## config.mk

```make
export PLATFORM = sky130hd
export DESIGN_NAME = dma_top
export DESIGN_NICKNAME = d
export VERILOG_FILES = /design/src/source/dma_bus_pkg.sv /design/src/source/dma_req_pkg.sv /design/src/source/dma_wb_interface.sv /design/src/source/dma_request_table.sv /design/src/source/dma_transfer_engine.sv /design/src/source/dma_top.sv
export SDC_FILE = /design/constraint.sdc
export NUM_CORES = 1
export LEC_CHECK = 0
export BUFFER_PORTS_ARGS = -buffer_cell sky130_fd_sc_hd__buf_4
export CORE_UTILIZATION = 59
export CTS_CLUSTER_DIAMETER = 40
export DETAILED_ROUTE_END_ITERATION = 10
export GPL_TIMING_DRIVEN = 1
export PLACE_DENSITY = 0.89
export SYNTH_ARGS = -nofsm -noshare
export SYNTH_HDL_FRONTEND = slang
export SYNTH_HIERARCHICAL = 1
export SYNTH_SLANG_ARGS = --single-unit
```

## constraint.sdc

```tcl
create_clock -name clk -period 4.9 [get_ports clk]
set_input_delay 0.735 -clock clk [delete_from_list [all_inputs] [get_ports clk]]
set_output_delay 0.735 -clock clk [all_outputs]
set_load 0.1 [all_outputs]
```

## src/source/dma_bus_pkg.sv

```systemverilog
//////////////////////////////////////////////////
// Bus widths, table geometry and register map
// One descriptor per 32-byte stride, word select in addr [4:2]
// Memory port carries full words only, no byte enables
//////////////////////////////////////////////////

`default_nettype none

package dma_bus_pkg;

  //////////////////////////////////////////////////
  // Bus widths
  //////////////////////////////////////////////////

  localparam int addr_width_c = 32;
  localparam int data_width_c = 32;
  // Byte step between consecutive words
  localparam int word_bytes_c = data_width_c / 8;

  //////////////////////////////////////////////////
  // Request table and register map
  //////////////////////////////////////////////////

  localparam int table_entries_c   = 4;
  localparam int table_ptr_width_c = $clog2(table_entries_c);
  // Transfer length in words
  localparam int size_width_c      = 16;

  // Entry index above the stride, word offset below it
  localparam int entry_stride_c = 32;
  localparam int entry_lsb_c    = $clog2(entry_stride_c);
  localparam int word_lsb_c     = $clog2(word_bytes_c);
  localparam int word_width_c   = entry_lsb_c - word_lsb_c;

  // Word offsets inside one entry, offset 4 unused
  typedef enum logic [word_width_c-1:0] {
    REG_LADDR  = 0,
    REG_SIZE   = 1,
    REG_RADDR  = 2,
    REG_CTRL   = 3,
    REG_STATUS = 5
  } reg_word_e;

  // Memory master command, held until ack
  typedef struct packed {
    logic [addr_width_c-1:0] addr;
    logic                    we;
    logic [data_width_c-1:0] wdata;
  } mem_cmd_t;

endpackage

`default_nettype wire

```

## src/source/dma_req_pkg.sv

```systemverilog
//////////////////////////////////////////////////
// Descriptor, table write and engine state types
// Both addresses live in the one memory behind the master port
//////////////////////////////////////////////////

`default_nettype none

package dma_req_pkg;

  import dma_bus_pkg::*;

  // Copy direction
  typedef enum logic {
    DIR_L2R = 1'b0,
    DIR_R2L = 1'b1
  } dma_dir_e;

  // One descriptor as stored in the table
  typedef struct packed {
    logic [addr_width_c-1:0] laddr;
    logic [addr_width_c-1:0] raddr;
    logic [size_width_c-1:0] size;
    dma_dir_e                dir;
  } dma_req_t;

  // Single field write from the slave port
  typedef struct packed {
    logic [table_ptr_width_c-1:0] pos;
    reg_word_e                    word;
    logic [data_width_c-1:0]      data;
  } tbl_wr_t;

  // Transfer engine FSM
  typedef enum logic [2:0] {
    ENG_IDLE,
    ENG_RD,
    ENG_RD_REL,
    ENG_WR,
    ENG_WR_REL,
    ENG_DONE
  } eng_state_e;

endpackage

`default_nettype wire

```

## src/source/dma_wb_interface.sv

```systemverilog
//////////////////////////////////////////////////
// Wishbone slave decode, single-cycle ack
// No bursts, byte enables or error responses
// Only REG_STATUS reads back, all else reads zero
//////////////////////////////////////////////////

`timescale 1ns/10ps
`default_nettype none

module dma_wb_interface
  import dma_bus_pkg::*;
  import dma_req_pkg::*;
(
  // Wishbone slave
  input  wire logic [addr_width_c-1:0]      wb_addr_i,
  input  wire logic [data_width_c-1:0]      wb_dat_i,
  input  wire logic                         wb_we_i,
  input  wire logic                         wb_cyc_i,
  input  wire logic                         wb_stb_i,
  output logic      [data_width_c-1:0]      wb_dat_o,
  output logic                              wb_ack_o,

  // Field writes into the table
  output logic                              tbl_wr_en_o,
  output tbl_wr_t                           tbl_wr_o,

  // Status access
  output logic      [table_ptr_width_c-1:0] stat_pos_o,
  output logic                              stat_set_en_o,
  output logic                              stat_rd_en_o,
  input  wire logic                         stat_done_i
);

  logic      acc;
  logic      is_stat;
  reg_word_e word;

  // Access completes in the cycle it is presented
  assign acc      = wb_cyc_i & wb_stb_i;
  assign wb_ack_o = acc;

  //////////////////////////////////////////////////
  // Address decode
  //////////////////////////////////////////////////

  assign stat_pos_o = wb_addr_i[entry_lsb_c +: table_ptr_width_c];
  assign word       = reg_word_e'(wb_addr_i[word_lsb_c +: word_width_c]);
  assign is_stat    = (word == REG_STATUS);

  // Field word writes, the table drops unused offsets
  assign tbl_wr_en_o   = acc & wb_we_i & ~is_stat;
  assign tbl_wr_o.pos  = stat_pos_o;
  assign tbl_wr_o.word = word;
  assign tbl_wr_o.data = wb_dat_i;

  // Status write arms the entry, status read may free it
  assign stat_set_en_o = acc & wb_we_i & is_stat;
  assign stat_rd_en_o  = acc & ~wb_we_i & is_stat;

  // Read data, done flag in bit 0
  always_comb begin
    wb_dat_o = '0;
    if (is_stat && !wb_we_i) begin
      wb_dat_o = data_width_c'(stat_done_i);
    end
  end

endmodule

`default_nettype wire

```

## src/source/dma_request_table.sv

```systemverilog
//////////////////////////////////////////////////
// Descriptor table with valid, done, in-flight flags
// Writes to a valid entry are dropped
// One job handed out at a time, lowest index first
//////////////////////////////////////////////////

`timescale 1ns/10ps
`default_nettype none

module dma_request_table
  import dma_bus_pkg::*;
  import dma_req_pkg::*;
(
  input  wire logic                         clk,
  input  wire logic                         rst_i,

  // From the slave port
  input  wire logic                         tbl_wr_en_i,
  input  wire tbl_wr_t                      tbl_wr_i,
  input  wire logic [table_ptr_width_c-1:0] stat_pos_i,
  input  wire logic                         stat_set_en_i,
  input  wire logic                         stat_rd_en_i,
  output logic                              stat_done_o,

  // Job handshake to the engine
  output logic                              job_req_o,
  output dma_req_t                          job_o,
  input  wire logic                         job_ack_i,

  output logic                              done_o
);

  dma_req_t                     req_q [table_entries_c];
  logic [table_entries_c-1:0]   valid_q;
  logic [table_entries_c-1:0]   done_q;
  logic [table_entries_c-1:0]   inflight_q;
  logic [table_entries_c-1:0]   pending;
  logic [table_ptr_width_c-1:0] pick_idx;
  logic [table_ptr_width_c-1:0] cur_q;
  logic                         pick_vld;
  logic                         job_req_q;
  logic                         done_r;
  logic                         launch;
  logic                         fin;

  //////////////////////////////////////////////////
  // Selection of the next job
  //////////////////////////////////////////////////

  // Downward scan so the lowest index wins
  always_comb begin
    pending  = valid_q & ~done_q & ~inflight_q;
    pick_vld = 1'b0;
    pick_idx = '0;
    for (int i = table_entries_c - 1; i >= 0; i--) begin
      if (pending[i]) begin
        pick_vld = 1'b1;
        pick_idx = table_ptr_width_c'(i);
      end
    end
  end

  // New job only once the previous ack is gone
  assign launch = pick_vld & ~job_req_q & ~job_ack_i;
  assign fin    = job_req_q & job_ack_i;

  //////////////////////////////////////////////////
  // Flags and handshake
  //////////////////////////////////////////////////

  always_ff @(posedge clk) begin
    if (rst_i) begin
      valid_q    <= '0;
      done_q     <= '0;
      inflight_q <= '0;
      job_req_q  <= 1'b0;
      cur_q      <= '0;
      done_r     <= 1'b0;
    end else begin
      done_r <= |done_q;
      // Arm a free entry
      if (stat_set_en_i && !valid_q[stat_pos_i]) begin
        valid_q[stat_pos_i] <= 1'b1;
        done_q[stat_pos_i]  <= 1'b0;
      end
      // Collected, entry becomes free
      if (stat_rd_en_i && done_q[stat_pos_i]) begin
        valid_q[stat_pos_i] <= 1'b0;
        done_q[stat_pos_i]  <= 1'b0;
      end
      if (launch) begin
        job_req_q            <= 1'b1;
        cur_q                <= pick_idx;
        inflight_q[pick_idx] <= 1'b1;
      end
      // Engine finished the whole copy
      if (fin) begin
        job_req_q         <= 1'b0;
        inflight_q[cur_q] <= 1'b0;
        done_q[cur_q]     <= 1'b1;
      end
    end
  end

  // Descriptor fields, free entries only
  always_ff @(posedge clk) begin
    if (tbl_wr_en_i && !valid_q[tbl_wr_i.pos]) begin
      case (tbl_wr_i.word)
        REG_LADDR: req_q[tbl_wr_i.pos].laddr <= tbl_wr_i.data;
        REG_SIZE:  req_q[tbl_wr_i.pos].size  <= tbl_wr_i.data[size_width_c-1:0];
        REG_RADDR: req_q[tbl_wr_i.pos].raddr <= tbl_wr_i.data;
        REG_CTRL:  req_q[tbl_wr_i.pos].dir   <= dma_dir_e'(tbl_wr_i.data[0]);
        default: ;
      endcase
    end
  end

  // Entry is valid while in flight, so job stays steady
  assign job_req_o   = job_req_q;
  assign job_o       = req_q[cur_q];
  assign stat_done_o = done_q[stat_pos_i];
  assign done_o      = done_r;

endmodule

`default_nettype wire

```

## src/source/dma_transfer_engine.sv

```systemverilog
//////////////////////////////////////////////////
// Word copy engine on a four-phase memory port
// Two handshakes per word, read then write
// Job ack raised only when the whole copy is done
//////////////////////////////////////////////////

`timescale 1ns/10ps
`default_nettype none

module dma_transfer_engine
  import dma_bus_pkg::*;
  import dma_req_pkg::*;
(
  input  wire logic                    clk,
  input  wire logic                    rst_i,

  // Job handshake from the table
  input  wire logic                    job_req_i,
  input  wire dma_req_t                job_i,
  output logic                         job_ack_o,

  // Memory master
  output logic                         mem_req_o,
  output mem_cmd_t                     mem_cmd_o,
  input  wire logic                    mem_ack_i,
  input  wire logic [data_width_c-1:0] mem_rdata_i
);

  eng_state_e              state_q;
  eng_state_e              state_d;
  logic [addr_width_c-1:0] src_q;
  logic [addr_width_c-1:0] dst_q;
  logic [size_width_c-1:0] cnt_q;
  logic [data_width_c-1:0] data_q;

  //////////////////////////////////////////////////
  // FSM
  //////////////////////////////////////////////////

  always_comb begin
    state_d = state_q;
    case (state_q)
      ENG_IDLE: begin
        // Zero-length job skips the memory entirely
        if (job_req_i) begin
          state_d = (job_i.size == '0) ? ENG_DONE : ENG_RD;
        end
      end
      ENG_RD: begin
        if (mem_ack_i) state_d = ENG_RD_REL;
      end
      ENG_RD_REL: begin
        if (!mem_ack_i) state_d = ENG_WR;
      end
      ENG_WR: begin
        if (mem_ack_i) state_d = ENG_WR_REL;
      end
      ENG_WR_REL: begin
        // Counter already stepped on the write ack
        if (!mem_ack_i) begin
          state_d = (cnt_q == '0) ? ENG_DONE : ENG_RD;
        end
      end
      ENG_DONE: begin
        if (!job_req_i) state_d = ENG_IDLE;
      end
      default: state_d = ENG_IDLE;
    endcase
  end

  always_ff @(posedge clk) begin
    if (rst_i) begin
      state_q <= ENG_IDLE;
    end else begin
      state_q <= state_d;
    end
  end

  //////////////////////////////////////////////////
  // Address, count and data path
  //////////////////////////////////////////////////

  always_ff @(posedge clk) begin
    case (state_q)
      ENG_IDLE: begin
        // Source and destination follow dir
        if (job_req_i) begin
          src_q <= (job_i.dir == DIR_L2R) ? job_i.laddr : job_i.raddr;
          dst_q <= (job_i.dir == DIR_L2R) ? job_i.raddr : job_i.laddr;
          cnt_q <= job_i.size;
        end
      end
      ENG_RD: begin
        // Read data only valid during ack
        if (mem_ack_i) data_q <= mem_rdata_i;
      end
      ENG_WR: begin
        if (mem_ack_i) begin
          src_q <= src_q + addr_width_c'(word_bytes_c);
          dst_q <= dst_q + addr_width_c'(word_bytes_c);
          cnt_q <= cnt_q - 1'b1;
        end
      end
      default: ;
    endcase
  end

  // Command held stable from state and registers
  assign mem_req_o       = (state_q == ENG_RD) || (state_q == ENG_WR);
  assign mem_cmd_o.addr  = (state_q == ENG_WR) ? dst_q : src_q;
  assign mem_cmd_o.we    = (state_q == ENG_WR);
  assign mem_cmd_o.wdata = data_q;
  assign job_ack_o       = (state_q == ENG_DONE);

endmodule

`default_nettype wire

```

## src/source/dma_top.sv

```systemverilog
//////////////////////////////////////////////////
// DMA tile top, slave port in and memory port out
// done_o is registered, one cycle behind the flags
//////////////////////////////////////////////////

`timescale 1ns/10ps
`default_nettype none

module dma_top
  import dma_bus_pkg::*;
  import dma_req_pkg::*;
(
  input  wire logic                    clk,
  input  wire logic                    rst_i,

  // Wishbone slave
  input  wire logic [addr_width_c-1:0] wb_addr_i,
  input  wire logic [data_width_c-1:0] wb_dat_i,
  input  wire logic                    wb_we_i,
  input  wire logic                    wb_cyc_i,
  input  wire logic                    wb_stb_i,
  output logic      [data_width_c-1:0] wb_dat_o,
  output logic                         wb_ack_o,

  // Memory master
  output logic                         mem_req_o,
  output mem_cmd_t                     mem_cmd_o,
  input  wire logic                    mem_ack_i,
  input  wire logic [data_width_c-1:0] mem_rdata_i,

  // Any entry done and not collected
  output logic                         done_o
);

  // Slave port to table
  logic                         tbl_wr_en;
  tbl_wr_t                      tbl_wr;
  logic [table_ptr_width_c-1:0] stat_pos;
  logic                         stat_set_en;
  logic                         stat_rd_en;
  logic                         stat_done;

  // Table to engine
  logic                         job_req;
  logic                         job_ack;
  dma_req_t                     job;

  dma_wb_interface i_wb_interface (
    .wb_addr_i     (wb_addr_i),
    .wb_dat_i      (wb_dat_i),
    .wb_we_i       (wb_we_i),
    .wb_cyc_i      (wb_cyc_i),
    .wb_stb_i      (wb_stb_i),
    .wb_dat_o      (wb_dat_o),
    .wb_ack_o      (wb_ack_o),
    .tbl_wr_en_o   (tbl_wr_en),
    .tbl_wr_o      (tbl_wr),
    .stat_pos_o    (stat_pos),
    .stat_set_en_o (stat_set_en),
    .stat_rd_en_o  (stat_rd_en),
    .stat_done_i   (stat_done)
  );

  dma_request_table i_request_table (
    .clk           (clk),
    .rst_i         (rst_i),
    .tbl_wr_en_i   (tbl_wr_en),
    .tbl_wr_i      (tbl_wr),
    .stat_pos_i    (stat_pos),
    .stat_set_en_i (stat_set_en),
    .stat_rd_en_i  (stat_rd_en),
    .stat_done_o   (stat_done),
    .job_req_o     (job_req),
    .job_o         (job),
    .job_ack_i     (job_ack),
    .done_o        (done_o)
  );

  dma_transfer_engine i_transfer_engine (
    .clk         (clk),
    .rst_i       (rst_i),
    .job_req_i   (job_req),
    .job_i       (job),
    .job_ack_o   (job_ack),
    .mem_req_o   (mem_req_o),
    .mem_cmd_o   (mem_cmd_o),
    .mem_ack_i   (mem_ack_i),
    .mem_rdata_i (mem_rdata_i)
  );

endmodule

`default_nettype wire

```

# Yosys cells after proc, flatten, opt, wreduce, memory -nomap -nowiden
# Memory sizes are Yosys's and may differ from the RTL's. A register that Yosys moved wholly into a read port is not among the register bits.
# Cells that the tools add are included.
# op_classes
n_addsub	3
n_lt_le_gt_ge	6
n_eq_ne	15
mux	65
bitwise_logic	26
n_reduce_logical	20
# ops
operator	n
two-way mux 32 bit	7
case mux 32 bit (2 select lines)	2
adder 32 x 3 -> 32 bit, second input constant	2
two-way mux 4 bit	11
logical NOT 16 bit	2
two-way mux 16 bit	2
case mux 16 bit (2 select lines)	1
bitwise AND 4 bit	6
two-way mux 3 bit	8
two-way mux 1 bit	22
case mux 3 bit (6 select lines)	1
inverter 4 bit	4
subtractor 16 x 1 -> 16 bit, second input constant	1
equality test 3 x 2 -> 1 bit, second input constant	4
two-way mux 2 bit	6
OR 4 bit	3
!= test 2 bit, second input constant	5
bitwise AND 1 bit	9
equality test 3 bit, second input constant	3
less-than comparator 2 x 3 -> 1 bit, second input constant	3
logical AND 1 bit	7
demux 1 bit (select 2 bit)	3
equality test 3 x 1 -> 1 bit, second input constant	2
greater-or-equal comparator 2 x 1 -> 1 bit, second input constant	3
12 further kinds	18
# totals
reg_bits	131
ramBits	324
inputBits	102
out_inout_bits	100
word_cells	147
n_memories	1
# mem_list
name	depth	word_bits	rd	rd_ports_with_merged_regs	write_ports	line_no	source
i_request_table.req_q	4	81	1	1	1	dma_request_table.sv:33	dma_req_t req_q [table_entries_c];

# Logic depth before layout (Yosys ltp)
# Gate-level depths: netlist (run 1).
# logic_depth
depth_word	16
ltp_mapped	8
ltp_nobuf	6

# Hierarchy
# The synthesis (run 1) kept the hierarchy.
# modules_own_cells
module	n_inst	cells_each	area_each_um2	seq_area_each_um2
dma_request_table	1	536	12583.3	10089.7
dma_transfer_engine	1	705	6851.6	3423.3
dma_wb_interface	1	78	588.1	0.0

# Worst setup path after synthesis (run 1)
# No wires, ideal clock.
# synth_path
path_type	register to output
startpoint	register i_transfer_engine.state_q[0]
endpoint	output mem_cmd_o[46] (netlist bit)
t_arrival_ps	4499
required_ps	4165
path_slack_ps	-334
stages_incl_launch_ff	5
n_path_buf	1
cell_sequence	dfxtp_1 -> nor2b_1 -> nand2_1 -> clkbuf_1 -> o21ai_0
# synth_rtl
element	line_no	source
from (decl)	dma_transfer_engine.sv:29	eng_state_e state_q;
from (signal assigned)	dma_transfer_engine.sv:75	state_q <= state_d;
to (decl)	dma_top.sv:27	output mem_cmd_t mem_cmd_o,

==> results of run 1 <==
## registers in the layout, summed over array words and instances (netlist names), 2 cells and up, named ones only
signal / cells
i_transfer_engine/src_q: 32
i_request_table/req_q: 324
i_transfer_engine/dst_q: 32
i_request_table/valid_q: 4
i_transfer_engine/cnt_q: 16
i_request_table/inflight_q: 4
i_transfer_engine/state_q: 3
i_transfer_engine/data_q: 32
i_request_table/cur_q: 2
i_request_table/done_q: 4
## worst max-delay path, delay by kind of cell, from the launching register on
family                 cells  cell delay (ns)
AND/OR/NAND/NOR            4             0.57
flip-flops                 1             0.51
buffers and inverters      3             1.21
## layout make-up
class                           instances  area (µm²)
Antenna cell                            1        2.50
Inverter                               11        43.8
Timing Repair Buffer                  163        1220
Multi-Input combinational cell        750        5880
Clock inverter                         35         508
Clock buffer                           52        1220
Sequential cell                       457       13500
Fill cell                            1971       10500
Tap cell                              448         561
## cells by family (layout without fill, tap and decap cells)
group | Yosys count | after routing
compound gates | 158 | 158
xor+xnor | 70 | 70
fa+ha+maj | 4 | 4
buf+inv | 142 | 261
flops | 457 | 457
mux | 106 | 106
other cells | 1 | 32
simple gates | 381 | 381
## power groups by stage
stage          clock network [mW]  logic [mW]  registers [mW]
2_1_floorplan                   0       0.243            4.39
3_3_place_gp                    0       0.291            4.38
3_5_place_dp                    0       0.300            4.38
4_1_cts                      3.97       0.302            4.30
5_1_grt                      4.11       0.320            4.30
6_report                     3.93       0.305            4.30
## cell usage in the layout, fill, tap and decap left out, types with 26 or more instances in the layout
cell type / netlist / routed
a211oi_1: 48 / 48
a21oi_1: 54 / 54
buf_4: 70 / 163
clkbuf_16: 0 / 48
conb_1: 1 / 31
edfxtp_1: 436 / 436
mux4_2: 83 / 82
nand2_1: 157 / 156
nand3_1: 26 / 26
nor2_1: 47 / 40
nor2b_1: 48 / 48
o21ai_0: 36 / 35
xor2_1: 47 / 47
## how the worst max path moves through the flow
stage / startpoint / end / slack (ns) / cells after the start
2_1_floorplan: i_transfer_engine/state_q[0]$_SDFFE_PP0P_ / mem_cmd_o[63] / 0.24 / 7
3_3_place_gp: wb_addr_i[3] / i_request_table/req_q[0][37]$_DFFE_PP_ / 1.74 / 8
3_5_place_dp: wb_addr_i[3] / i_request_table/req_q[0][37]$_DFFE_PP_ / 1.63 / 8
4_1_cts: i_transfer_engine/state_q[0]$_SDFFE_PP0P_ / mem_cmd_o[62] / 1.30 / 7
5_1_grt: i_transfer_engine/state_q[0]$_SDFFE_PP0P_ / mem_cmd_o[61] / 1.11 / 7
6_report: i_transfer_engine/state_q[0]$_SDFFE_PP0P_ / mem_cmd_o[61] / 1.26 / 7
## layer usage
layer / GRT usage / up-vias / wire [µm]
met4: 0.112 / 0 / 1410
met1: 0.346 / 5942 / 16600
met3: 0.0535 / 121 / 4640
li1: - / 5186 / -
met2: 0.441 / 826 / 22700
met5: 0 / - / 0
==> results.cfg, run 1 <==
[power_and_ir_drop]
switching_share = 0.208
seqPwrFrac = 0.504
power_frac_comb = 0.036
power_density_mw_per_mm2 = 372
leakage_nw = 7.64
finalPower_mw = 8.54
clock_power_share = 0.461
power_switching_mw = 1.78
p_int_mw = 6.76
ir_drop_mv = 0.256

[placed_design]
gp_congestion = 0.869
dp_hpwl_mm = 26.3
port_buffers = 143
dpl_cell_area_mm2 = 0.0212
dp.cells = 1829
dp_slack_ns = 1.63

[logic_synthesis]
yosys.cell_count.top_type = edfxtp_1
synth_top_area_frac = 0.654
synth_compound_area_frac = 0.0488
yosys_warnings = 6
synthCells = 1319
yosys.area.top_type = edfxtp_1
muxShareOfSynthArea = 0.105
synth_area_per_cell_um2 = 15.2
async_flop_share = 0
synth_cell_types = 63
synth-adder-area-share = 0.00250
synth_top_family_by_area = multiplexers
synth_edf_count = 436
synth_xor_area_frac = 0.0306
ys.flop_type = edfxtp_1
yosysSeqAreaShare = 0.675
syn_area_mm2 = 0.0200
netlist_top_cells_count = 436 x edfxtp_1, 157 x nand2_1, 83 x mux4_2
ys_ff_latch = 457
yosys.area_share.simple = 0.0974
yosys-top-cells-area = edfxtp_1 65%, mux4_2 9.3%, nand2_1 2.9%, buf_4 2.6%, dfxtp_1 2.1%

[cts]
clk_root_buffer_cell = clkbuf_16
cts.clk_slew.worst_paths_ns = 0.06
cts_buffers = 48
clkLatencyLatePin_ns = 0.57
cts_buffer_depth = 3
post_cts_buffers = 0
post_cts_resize_count = 0
hold_buffers = 0
clock-sinks = 457
cts_tree = yes
cts_htree_levels = 2

[sta]
clock_skew_ns = 0.0198
fin_setup_tns_ns = 0
clock.fmax_mhz = 275
finalHoldViolCount = 0
period_share = 0.743
finalMaxSlewViolations = 0
worst_slack_ns = 1.26
rsz0062_at_grt = no
setup_viol = 0
slew_headroom = 0.291
fin_crit_ns = 3.64
worst_pin_slew_ns = 1.06
whs_ns = 0.336

[layout]
nets = 1537
drive_gt1_frac = 0.243
fin_cells = 1917
final_util = 0.686
area_growth_syn_to_layout_pct = 14.6
stdcell_area_mm2 = 0.0230

[drt]
drt-total-wl_mm = 45.3
avgViaCountPerCell = 6.30
drt_iter0_drc = 1480
ant_nets = 0
vias = 12075
first_pass_iters = 6
wire_per_inst_um = 23.6
drc = 0

[worst_setup_path]
arrival_ns = 2.91
ff2ff_path_depth = 5
path_class = flop to output pin
max_stage_delay_ns = 0.51
reg2reg_to = i_transfer_engine/src_q[23]$_DFFE_PP_
reg2reg_from = i_transfer_engine/state_q[0]$_SDFFE_PP0P_
critPathCaptureType = output pin
crit_path_start_kind = flop
r2r_setup_slack_ns = 1.85
crit_path_max_fanout = 62
crit_required_ns = 4.16
slowest_stage = dfxtp_1
path_cells = nor2b_1 -> nand2_2 -> inv_4 -> buf_4 -> nand2_1 -> nand2_1 -> buf_4

[global_route]
grt_pass1_wl_mm = 68.4
grt_remaining_overflow = 0
antenna_found_initial = 1
grt_pass1_vias = 11901
grt_max_degree = 89
grtUsageTotal = 0.266

[floorplan]
die_area_mm2 = 0.0347
die_w_um = 186
die_h_um = 186
rows = 67
initial_core_util = 0.599
core_area_mm2 = 0.0334
ioPinCount = 202

[outcome]
status = completed

[min_path]
holdCritPathClass = input port to flop
min_from = mem_rdata_i[29]
hold_path_depth = 1
min_to = i_transfer_engine/data_q[29]$_DFFE_PP_

[flow_run]
drv_cap = 0
No activity file was read; power rests on OpenSTA's default activity.
==> run 2: changes to the inputs <==
--- a/config.mk
+++ b/config.mk
@@ -6,11 +6,11 @@
 export NUM_CORES = 1
 export LEC_CHECK = 0
 export BUFFER_PORTS_ARGS = -buffer_cell sky130_fd_sc_hd__buf_4
-export CORE_UTILIZATION = 59
+export CORE_UTILIZATION = 53
 export CTS_CLUSTER_DIAMETER = 40
 export DETAILED_ROUTE_END_ITERATION = 10
 export GPL_TIMING_DRIVEN = 1
-export PLACE_DENSITY = 0.89
+export PLACE_DENSITY = 0.85
 export SYNTH_ARGS = -nofsm -noshare
 export SYNTH_HDL_FRONTEND = slang
 export SYNTH_HIERARCHICAL = 1
==> constraint.sdc (replaced) <==
create_clock -name clk -period 3.1 [get_ports clk]
set_input_delay 0.465 -clock clk [delete_from_list [all_inputs] [get_ports clk]]
set_output_delay 0.465 -clock clk [all_outputs]
set_load 0.1 [all_outputs]
==> run 2 against run 1 <==
Against the previous run: clock skew grew 0.0017 ns; wire length grew 0.28%; clock power grew 59%; non-clock buffer count grew 11; die area grew 11%; clock-buffer cell count grew 5; sequential share of layout area shrank 1.1 points; setup slack lost 1.1 ns; global-route usage shrank 2.9 points; critical path type unchanged; critical endpoint is now mem_cmd_o[54]; highest routed layer is now met5.
==> results.cfg, run 2 (synthesized netlist as in run 1, its figures left out) <==
[outcome]
status = completed

[flow_run]
drv_cap = 0

[cts]
cts_htree_levels = 2
cts_buffer_depth = 3
clk_root_buffer_cell = clkbuf_16
cts_tree = yes
cts.clk_slew.worst_paths_ns = 0.06
clkLatencyLatePin_ns = 0.59
cts_buffers = 52
post_cts_buffers = 0
clock-sinks = 457

[power_and_ir_drop]
p_int_mw = 10.6
clock_power_share = 0.461
seqPwrFrac = 0.503
switching_share = 0.218
power_frac_comb = 0.036
finalPower_mw = 13.5
ir_drop_mv = 0.515
leakage_nw = 7.78
power_switching_mw = 2.94
power_density_mw_per_mm2 = 578

[worst_setup_path]
crit_path_max_fanout = 53
r2r_setup_slack_ns = 0.62
crit_required_ns = 2.63
ff2ff_path_depth = 5
reg2reg_to = i_transfer_engine/dst_q[13]$_DFFE_PP_
crit_end = mem_cmd_o[54]
startpoint = i_transfer_engine/state_q[0]$_SDFFE_PP0P_
path_class = flop to output pin
critPathCaptureType = output pin
crit_path_start_kind = flop
arrival_ns = 2.51

[layout]
largest_register_ffs = 324
final_util = 0.634
num_antenna_cells = 0
regMostFlops = i_request_table/req_q
layout_commonest_cell = edfxtp_1
nets = 1552
drive_gt1_frac = 0.254
final_cell_mix = 436 x edfxtp_1, 159 x buf_4, 156 x nand2_1
area_growth_syn_to_layout_pct = 16.8

[drt]
first_pass_iters = 7
drt_iter0_drc = 1298
ant_nets = 0
wire_per_inst_um = 22.8
drc = 0
vias = 11989
avgViaCountPerCell = 6.02
drt-total-wl_mm = 45.4

[global_route]
grt_remaining_overflow = 0
grt_pass1_wl_mm = 68.9
grt_max_degree = 81
antenna_found_initial = 1
grtUsageTotal = 0.237
grt_pass1_vias = 12130

[floorplan]
die_w_um = 196
core_area_mm2 = 0.0369
die_area_mm2 = 0.0386
ioPinCount = 202
die_h_um = 196
rows = 70
initial_core_util = 0.543

[sta]
finalHoldViolCount = 0
rsz0062_at_grt = no
fin_setup_tns_ns = 0
fin_crit_ns = 2.97
slew_headroom = 0.439
clock.fmax_mhz = 337
finalMaxSlewViolations = 0
clock_skew_ns = 0.0215
setup_viol = 0
period_share = 0.958
worst_pin_slew_ns = 0.834

[placed_design]
port_buffers = 143
dp_hpwl_mm = 27.3
gp_congestion = 0.859

[min_path]
holdCritPathClass = input port to flop
## run 2: per-layer routing
metal	up-vias	track usage	routed length, µm
met2	653	0.396	22600
met3	118	0.0481	3690
met1	5989	0.303	17500
li1	5227	-	-
met5	-	0	13
met4	2	0.105	1630
## run 2: critical path, cell delays in order, from the launching register on
cell and delay, ns:
dfxtp_1 0.52, nor2b_4 0.24, nand2_2 0.12, clkinv_8 0.22
buf_12 0.24, nand2_1 0.09, nand2_1 0.11, buf_4 0.30
## run 2: what timing repair did
item / CTS / global route
gates resized for setup: 2 / 3
pin swaps: 0 / 0
setup endpoints to repair: 21 / 22
hold buffers: 0 / 0
## run 2: cell type report
type | instances | area (µm²)
Sequential cell | 457 | 13500
Fill cell | 2403 | 13500
Multi-Input combinational cell | 750 | 5930
Timing Repair Buffer | 174 | 1490
Clock buffer | 57 | 1340
Tap cell | 504 | 631
Clock inverter | 37 | 437
Inverter | 11 | 53.8
## run 2: worst min path at each step
| stage | slack (ns) | cells after the start | from | to |
|---|---|---|---|---|
| 2_1_floorplan | 0.43 | 2 | i_request_table/inflight_q[3]$_SDFF_PP0_ | i_request_table/inflight_q[3]$_SDFF_PP0_ |
| 3_3_place_gp | 0.45 | 2 | i_request_table/inflight_q[3]$_SDFF_PP0_ | i_request_table/inflight_q[3]$_SDFF_PP0_ |
| 3_5_place_dp | 0.47 | 2 | i_request_table/inflight_q[3]$_SDFF_PP0_ | i_request_table/inflight_q[3]$_SDFF_PP0_ |
| 4_1_cts | 0.02 | 1 | mem_rdata_i[26] | i_transfer_engine/data_q[26]$_DFFE_PP_ |
| 5_1_grt | 0.02 | 1 | mem_rdata_i[28] | i_transfer_engine/data_q[28]$_DFFE_PP_ |
| 6_report | 0.05 | 1 | mem_rdata_i[11] | i_transfer_engine/data_q[11]$_DFFE_PP_ |
## run 2: power groups by stage
stage	Clock, mW	Sequential [mW]	Combinational (mW)
final	6.23	6.79	0.491
after detailed placement	0	6.92	0.485
after floorplan	0	6.93	0.386
after global routing	6.52	6.79	0.512
after global placement	0	6.92	0.469
after CTS	6.31	6.79	0.488
## run 2: metrics by stage
| stage | setup WS, ns | instances | instance area, µm² | hold slack (ns) |
|---|---|---|---|---|
| 5_1_grt | 0.0433 | 1990 | 23400 | 0.0220 |
| 4_1_cts | 0.0470 | 1990 | 23400 | 0.0163 |
| 3_5_place_dp | 0.594 | 1896 | 21600 | 0.468 |
| 2_1_floorplan | -0.0754 | 1349 | 20200 | 0.433 |
| 3_3_place_gp | 0.652 | 1896 | 21600 | 0.451 |
| 6_report | 0.130 | 1990 | 23400 | 0.0488 |
